[config.mk]
export PLATFORM = sky130hd
export DESIGN_NAME = cyclic_buffer
export DESIGN_NICKNAME = d
export VERILOG_FILES = /design/src/cyclic_pkg.sv /design/src/absorb_fifo.sv /design/src/bram_sdp.sv /design/src/cyclic_bram.sv /design/src/cyclic_buffer.sv
export VERILOG_INCLUDE_DIRS = /design/src /design/src/include
export SDC_FILE = /design/constraint.sdc
export NUM_CORES = 1
export LEC_CHECK = 0
export ABC_AREA = 1
export BUFFER_PORTS_ARGS = -buffer_cell sky130_fd_sc_hd__buf_2
export CAP_MARGIN = 20
export CORE_AREA = 2 2 143 145
export CTS_BUF_LIST = sky130_fd_sc_hd__clkbuf_2
export CTS_CLUSTER_SIZE = 24
export DETAILED_ROUTE_END_ITERATION = 16
export DIE_AREA = 0 0 145 147
export PLACE_DENSITY = 0.71
export RECOVER_POWER = 25
export REMOVE_ABC_BUFFERS = 1
export SYNTH_ARGS = -nofsm -noshare
export SYNTH_HDL_FRONTEND = slang
export SYNTH_HIERARCHICAL = 1
export SYNTH_SLANG_ARGS = --single-unit
[constraint.sdc]
create_clock -name clk -period 3.25 [get_ports clk]
set_clock_uncertainty 0.1 [all_clocks]
set_input_delay 0 -clock clk [delete_from_list [all_inputs] [get_ports clk]]
set_output_delay 0 -clock clk [all_outputs]
set_load 0.03 [all_outputs]
[src/include/cyclic_cfg.svh]
`ifndef CYCLIC_CFG_SVH
`define CYCLIC_CFG_SVH

// Memory geometry counted in read words
`define CB_R_DEPTH      16
`define CB_R_DATA_WIDTH 8

`define CB_W_DATA_WIDTH 32  // Four read lanes per write word

// Enabled cycles from read address to memory output
`define CB_LATENCY      3

`endif

[src/cyclic_pkg.sv]
`include "cyclic_cfg.svh"

package cyclic_pkg;

  localparam int cb_lanes    = `CB_W_DATA_WIDTH / `CB_R_DATA_WIDTH;
  localparam int cb_w_depth  = `CB_R_DEPTH / cb_lanes;
  localparam int cb_r_addr_w = $clog2(`CB_R_DEPTH);
  localparam int cb_w_addr_w = $clog2(cb_w_depth);

  // One write word, seen whole or as read lanes with lane 0 in the low byte
  typedef union packed {
    logic [`CB_W_DATA_WIDTH-1:0]               raw;
    logic [cb_lanes-1:0][`CB_R_DATA_WIDTH-1:0] lane;
  } cb_w_word_t;

endpackage
[src/absorb_fifo.sv]
`include "cyclic_cfg.svh"

module absorb_fifo #(
  parameter int width    = `CB_R_DATA_WIDTH,
  parameter int depth    = `CB_LATENCY,
  localparam int ptr_w   = (depth > 1) ? $clog2(depth) : 1,
  localparam int cnt_w   = $clog2(depth + 1)
)(
  input  logic             clk,
  input  logic             arst_n,
  input  logic             en,
  input  logic             push,
  input  logic [width-1:0] push_data,
  input  logic             pop,
  output logic             valid,
  output logic [width-1:0] head
);

  logic [width-1:0] store [depth];
  logic [ptr_w-1:0] wr_ptr;
  logic [ptr_w-1:0] rd_ptr;
  logic [cnt_w:0]   count;  // Top bit makes an overrun past depth visible
  logic             empty;
  logic             take;
  logic             wr;
  logic             rd;

  function automatic logic [ptr_w-1:0] ptr_inc(input logic [ptr_w-1:0] p);
    return (p == ptr_w'(depth - 1)) ? '0 : ptr_w'(p + 1'b1);
  endfunction

  assign empty = (count == '0);

  // An arriving word is shown at once when nothing is queued
  assign valid = !empty || push;
  assign head  = empty ? push_data : store[rd_ptr];

  assign take = en && pop && valid;
  assign wr   = en && push && !(take && empty);  // Bypassed word is not stored
  assign rd   = take && !empty;

  always_ff @(posedge clk) begin
    if (wr) begin
      store[wr_ptr] <= push_data;
    end
  end

  always_ff @(posedge clk or negedge arst_n) begin
    if (!arst_n) begin
      wr_ptr <= '0;
      rd_ptr <= '0;
      count  <= '0;
    end else begin
      if (wr) begin
        wr_ptr <= ptr_inc(wr_ptr);
      end
      if (rd) begin
        rd_ptr <= ptr_inc(rd_ptr);
      end
      if (wr && !rd) begin
        count <= count + 1'b1;
      end else if (rd && !wr) begin
        count <= count - 1'b1;
      end
    end
  end

  // Upstream keeps reads in flight plus queued within depth
  a_no_push_full: assert property (@(posedge clk) disable iff (!arst_n)
    en && push |-> count != {1'b0, cnt_w'(depth)});

  a_count_bound: assert property (@(posedge clk) disable iff (!arst_n)
    count <= {1'b0, cnt_w'(depth)});

endmodule

[src/bram_sdp.sv]
`include "cyclic_cfg.svh"

module bram_sdp #(
  parameter int r_depth        = `CB_R_DEPTH,
  parameter int r_data_width   = `CB_R_DATA_WIDTH,
  parameter int w_data_width   = `CB_W_DATA_WIDTH,
  parameter int latency        = `CB_LATENCY,
  localparam int lanes         = w_data_width / r_data_width,
  localparam int r_addr_w      = $clog2(r_depth),
  localparam int w_addr_w      = $clog2(r_depth / lanes)
)(
  input  logic                       clk,
  input  logic                       en,
  input  logic                       we,
  input  logic [w_addr_w-1:0]        w_addr,
  input  cyclic_pkg::cb_w_word_t     w_data,
  input  logic [r_addr_w-1:0]        r_addr,
  output logic [r_data_width-1:0]    r_data
);

  // Stored one row per read address
  logic [r_data_width-1:0] mem [r_depth];

  // Read pipe, stage 0 holds the freshly addressed row
  logic [r_data_width-1:0] rd_pipe [latency];

  // Write word spreads over consecutive read rows
  always_ff @(posedge clk) begin
    if (en && we) begin
      for (int k = 0; k < lanes; k++) begin
        mem[r_addr_w'(lanes * int'(w_addr) + k)] <= w_data.lane[k];
      end
    end
  end

  always_ff @(posedge clk) begin
    if (en) begin
      rd_pipe[0] <= mem[r_addr];
      for (int i = 1; i < latency; i++) begin
        rd_pipe[i] <= rd_pipe[i-1];
      end
    end
  end

  assign r_data = rd_pipe[latency-1];  // Output after latency enabled edges

endmodule

[src/cyclic_bram.sv]
`include "cyclic_cfg.svh"

module cyclic_bram #(
  parameter int r_depth       = `CB_R_DEPTH,
  parameter int r_data_width  = `CB_R_DATA_WIDTH,
  parameter int w_data_width  = `CB_W_DATA_WIDTH,
  parameter int latency       = `CB_LATENCY,
  localparam int r_addr_w     = $clog2(r_depth),
  localparam int w_addr_w     = $clog2(r_depth * r_data_width / w_data_width)
)(
  input  logic                    clk,
  input  logic                    clken,
  input  logic                    arst_n,
  input  logic                    w_en,
  input  logic                    r_en,
  input  cyclic_pkg::cb_w_word_t  s_data,
  input  logic [r_addr_w-1:0]     r_addr_min,
  input  logic [r_addr_w-1:0]     r_addr_max,
  input  logic [w_addr_w-1:0]     w_addr_max,
  output logic [r_data_width-1:0] m_data,
  output logic                    m_valid
);

  logic [w_addr_w-1:0]             w_addr;
  logic [r_addr_w-1:0]             r_addr;
  logic [latency-1:0]              issued;     // Read-issue bits riding with the data
  logic [r_data_width-1:0]         bram_data;
  logic [$clog2(latency+2)-1:0]    pending;    // Reads issued but not yet matched by a pop

  // Write address wraps to 0 after the write maximum
  always_ff @(posedge clk or negedge arst_n) begin
    if (!arst_n) begin
      w_addr <= '0;
    end else if (clken && w_en) begin
      w_addr <= (w_addr == w_addr_max) ? '0 : w_addr + 1'b1;
    end
  end

  // Read address replays the window between min and max
  always_ff @(posedge clk or negedge arst_n) begin
    if (!arst_n) begin
      r_addr <= '0;
    end else if (clken && r_en) begin
      r_addr <= (r_addr == r_addr_max) ? r_addr_min : r_addr + 1'b1;
    end
  end

  always_ff @(posedge clk or negedge arst_n) begin
    if (!arst_n) begin
      issued <= '0;
    end else if (clken) begin
      issued <= (issued << 1) | latency'(r_en);
    end
  end

  // Grows only while priming, after that every request also pops
  always_ff @(posedge clk or negedge arst_n) begin
    if (!arst_n) begin
      pending <= '0;
    end else if (clken && r_en && !m_valid) begin
      pending <= pending + 1'b1;
    end
  end

  bram_sdp #(
    .r_depth      (r_depth),
    .r_data_width (r_data_width),
    .w_data_width (w_data_width),
    .latency      (latency)
  ) bram (
    .clk    (clk),
    .en     (clken),
    .we     (w_en),
    .w_addr (w_addr),
    .w_data (s_data),
    .r_addr (r_addr),
    .r_data (bram_data)
  );

  absorb_fifo #(
    .width (r_data_width),
    .depth (latency)
  ) queue (
    .clk       (clk),
    .arst_n    (arst_n),
    .en        (clken),
    .push      (issued[latency-1]),  // Data leaves the memory with its issue bit
    .push_data (bram_data),
    .pop       (r_en),
    .valid     (m_valid),
    .head      (m_data)
  );

  a_window_order: assert property (@(posedge clk) disable iff (!arst_n)
    r_addr_min <= r_addr_max);

  // Nothing requested yet means nothing may be shown
  a_valid_needs_read: assert property (@(posedge clk) disable iff (!arst_n)
    clken && r_en && (pending == '0) |-> !m_valid);

endmodule

[src/cyclic_buffer.sv]
`include "cyclic_cfg.svh"

module cyclic_buffer (
  input  logic                              clk,
  input  logic                              arst_n,
  input  logic                              clken,
  input  logic                              cfg_load,
  input  logic [cyclic_pkg::cb_r_addr_w-1:0] cfg_r_addr_min,
  input  logic [cyclic_pkg::cb_r_addr_w-1:0] cfg_r_addr_max,
  input  logic [cyclic_pkg::cb_w_addr_w-1:0] cfg_w_addr_max,
  input  logic                              w_en,
  input  logic [`CB_W_DATA_WIDTH-1:0]       s_data,
  input  logic                              r_en,
  output logic [`CB_R_DATA_WIDTH-1:0]       m_data,
  output logic                              m_valid
);

  import cyclic_pkg::*;

  logic [cb_r_addr_w-1:0] r_addr_min;
  logic [cb_r_addr_w-1:0] r_addr_max;
  logic [cb_w_addr_w-1:0] w_addr_max;
  cb_w_word_t             s_word;

  // Limits default to the full memory
  always_ff @(posedge clk or negedge arst_n) begin
    if (!arst_n) begin
      r_addr_min <= '0;
      r_addr_max <= cb_r_addr_w'(`CB_R_DEPTH - 1);
      w_addr_max <= cb_w_addr_w'(cb_w_depth - 1);
    end else if (cfg_load) begin
      r_addr_min <= cfg_r_addr_min;
      r_addr_max <= cfg_r_addr_max;
      w_addr_max <= cfg_w_addr_max;
    end
  end

  assign s_word = cb_w_word_t'(s_data);

  cyclic_bram #(
    .r_depth      (`CB_R_DEPTH),
    .r_data_width (`CB_R_DATA_WIDTH),
    .w_data_width (`CB_W_DATA_WIDTH),
    .latency      (`CB_LATENCY)
  ) core (
    .clk        (clk),
    .clken      (clken),
    .arst_n     (arst_n),
    .w_en       (w_en),
    .r_en       (r_en),
    .s_data     (s_word),
    .r_addr_min (r_addr_min),
    .r_addr_max (r_addr_max),
    .w_addr_max (w_addr_max),
    .m_data     (m_data),
    .m_valid    (m_valid)
  );

endmodule

==> results by group <==
CTS
  • Clock Pin Slew Worst Setup and Hold Paths: 0.10 ns
  • H-tree levels: 2
  • # hold bufs at CTS: 111
  • Clk sinks: approximately 200
  • Root buffer selected by CTS: clkbuf_2
  • Postcts setup bufs: 0
  • CTS max path bufs: 3
  • TritonCTS clock tree: built
  • CTS resizes: 0
  • Clk_lat worst skew: 0.78 ns
  • Num CTS Buffers: 49

Global route
  • First-pass GRT wire length: roughly 30 mm
  • Vias in the first global route: 6,448
  • Grt total ovfl: 0
  • GRT Util Overall: 17.56%
  • Initial antenna violation count: 1
  • Largest net degree at the start of global routing: between 70 and 80

STA
  • Slew HR: -15.80%
  • Final Max Tran Viols: 31
  • RSZ-0062 raised after global routing: no
  • Tcrit/Tclk final: 79.96%
  • Minimum clock period: 2.599 ns
  • Setup TNS: 0 ns
  • Setup-failing EPs final: 0
  • Final hold viol count: 0
  • FMAX: 384.8 MHz
  • Final worst setup slack: ~0.65 ns
  • Least-Margin Pin Slew: 1.737 ns

Synthesis
  • Top cells by area, synth: edfxtp_1, nand2_1, nand3_1
  • Dominant synthesized flop cell: edfxtp_1
  • Post-Syn Area per Cell: 10.69 um2
  • Mapped Area: around 8700 um2
  • Count of different cell masters after synthesis: 28
  • #FFs+latches synth: 202
  • EDFF count, synth: 176
  • Ys async rst share: approximately 13%
  • Commonest cells in the netlist: nand2_1, edfxtp_1, inv_1, nand3_1, dfrtp_1
  • Leading area contributor after synthesis: edfxtp_1
  • Top-area cell type share of the netlist area: about three fifths
  • Warnings from Yosys: 6
  • Post-Syn Instances: 816
  • Most frequent cell after synthesis: nand2_1
  • Part of the Yosys area used for sequential elements: 68.16%

Route
  • Met2 Routed Length: 9.287 mm
  • Total vias in the final route: 6,129
  • # DRC: 0
  • Metal-1 WL: 7.239 mm
  • Top sig layer: met4
  • DRT antenna net count: 0
  • Vias/cell: 4.682
  • Iteration-0 DRC Markers: approximately 360
  • Wire length on met3: 982 um
  • Drt wl/cell: 13.91 um
  • Post-Route WL: approximately 18 mm
  • DR pass1 iterations: 4

Placed design
  • I/O Buffers: 56
  • Pre-CTS WS: 1.191 ns
  • GPL Wtd Cong: between 0.7 and 0.8
  • Hpwl dp: 9.734 mm

Pwr
  • PwrDens: 707.4 nW/um2
  • Pleak: about 4.8 nW
  • VDD IR-drop max: 0.3739 mV

Floorplan
  • Row Count: 52
  • Initial Utilization: 43.94%
  • Core area: 19,840 um2
  • Die span in x: 145 um
  • Die area: 21,320 um2
  • I/O Pins: 57
  • Die height: 147 um

Status
  • Violated checks: capacitance limit, slew limit
  • Status: complete, but fails checks

Worst setup path
  • Top delay family on crit path: buffers and inverters
  • Critical path data required time: 3.80 ns
  • CP Capture Type: register
  • Critical path type: in2reg
  • Slowest CP cell: clkbuf_1
  • Worst EP arrival: 3.15 ns
  • CP Launch Type: primary input
  • Worst path bufs/invs: 5
  • Critical path, cell by cell: dlygate4sd3_1 -> buf_2 -> clkbuf_1 -> nand2_1 -> dlygate4sd3_1 -> inv_2 -> nand2_1 -> xor2_1 -> nor2_1
  • Crit Path Max Fanout: 30
  • Max incr delay on CP: 1.27 ns

Final layout
  • Synth-to-layout area growth: 22.72%
  • Fraction of layout cells with a size suffix above 1: between 10% and 20%
  • Nets: 1,058
  • Final Util: 53.92%

Hold path
  • Worst Hold Class: in2reg

Run
  • Max Cap Violations: 1
[cells in the final DEF (no fill, tap or decap), types with 6 or more instances in the layout]
cell type / count
nand2_1: 276
clkinv_1: 10
inv_2: 8
buf_2: 55
clkbuf_2: 68
edfxtp_1: 176
inv_1: 125
dlygate4sd3_1: 110
dfrtp_1: 19
nor2_1: 8
nand2_2: 8
buf_4: 8
nand3_1: 125
dfstp_2: 6
[worst min-delay path: stages]
cell and delay, ns:
dlygate4sd3_1 0.53, buf_2 0.15, nand2_1 0.06, inv_1 0.05, nand3_1 0.07, nand2_1 0.05
[state kept, by name, summed over array words and instances, names as in the netlist]
name               flops
core/w_addr            2
core/queue/rd_ptr      2
core/queue/store      24
core/r_addr            4
core/issued            3
r_addr_min             4
core/queue/wr_ptr      2
core/queue/count       3
r_addr_max             4
core/bram/mem        128
core/bram/rd_pipe     24
w_addr_max             2
[kinds of logic after synthesis]
logic type / Yosys count / share of synthesized area (%)
flops: 202 / 68.16
mux: 1 / 0.1291
simple gates: 433 / 21.58
xor+xnor: 6 / 0.6027
compound gates: 3 / 0.1720
fa+ha+maj: 3 / 0.5165
buf+inv: 168 / 8.839
[stage by stage]
stage / std cells / hold slack (ns) / cell area (um2) / power (mW)
final: 1309 / 0.07942 / 10700 / 7.569
after global routing: 1309 / 0.07978 / 10700 / 8.114
after CTS: 1308 / 0.01123 / 10720 / 7.625
after detailed placement: 1115 / -0.07238 / 9151 / 5.831
after global placement: 1115 / -0.07402 / 9151 / 5.770
after floorplan: 780 / -0.3956 / 8444 / 5.135
[report_power, final]
| part | switching (mW) | internal (mW) |
|---|---|---|
| clock network | 0.950 | 0.716 |
| logic | 1.57 | 0.790 |
| registers | 0.242 | 3.30 |
| total | 2.76 | 4.81 |
[metal layers]
layer  global-route usage [%]  vias up
li1                         -     3035
met1                    19.34     2869
met2                    31.43      168
met3                    3.944       57
met4                    10.05        0
met5                        0        -
[area by class of cell]
| cell class | count | area [um2] |
|---|---|---|
| clock inverters | 14 | 106.4 |
| inverters | 132 | 495.5 |
| diodes | 1 | 2.502 |
| fillers | 1741 | 9144 |
| flip-flops and latches | 202 | 5944 |
| well taps | 270 | 337.8 |
| clock buffers | 68 | 340.3 |
| multi-input cells | 446 | 2026 |
| repair buffers | 176 | 1448 |
[final timing paths]
kind                                                         start                            endpoint  slack [ns]  cells after the start
worst max-delay path                                         clken          core/w_addr[1]$_DFFE_PN0P_        0.65                      9
worst min-delay path                                          r_en    core/queue/rd_ptr[0]$_DFFE_PN0P_        0.08                      6
worst max register to register     core/queue/count[0]$_DFFE_PN0P_     core/queue/count[2]$_DFFE_PN0P_        1.19                     10
worst min register to register  core/bram/rd_pipe[0][10]$_DFFE_PP_  core/bram/rd_pipe[0][18]$_DFFE_PP_        0.32                      0
max in group asynchronous                                   arst_n          core/r_addr[0]$_DFFE_PN0P_        1.39                      4
min in group asynchronous                                   arst_n           r_addr_min[3]$_DFFE_PN0P_        0.73                      4
Power figures use the tool's default switching activity.
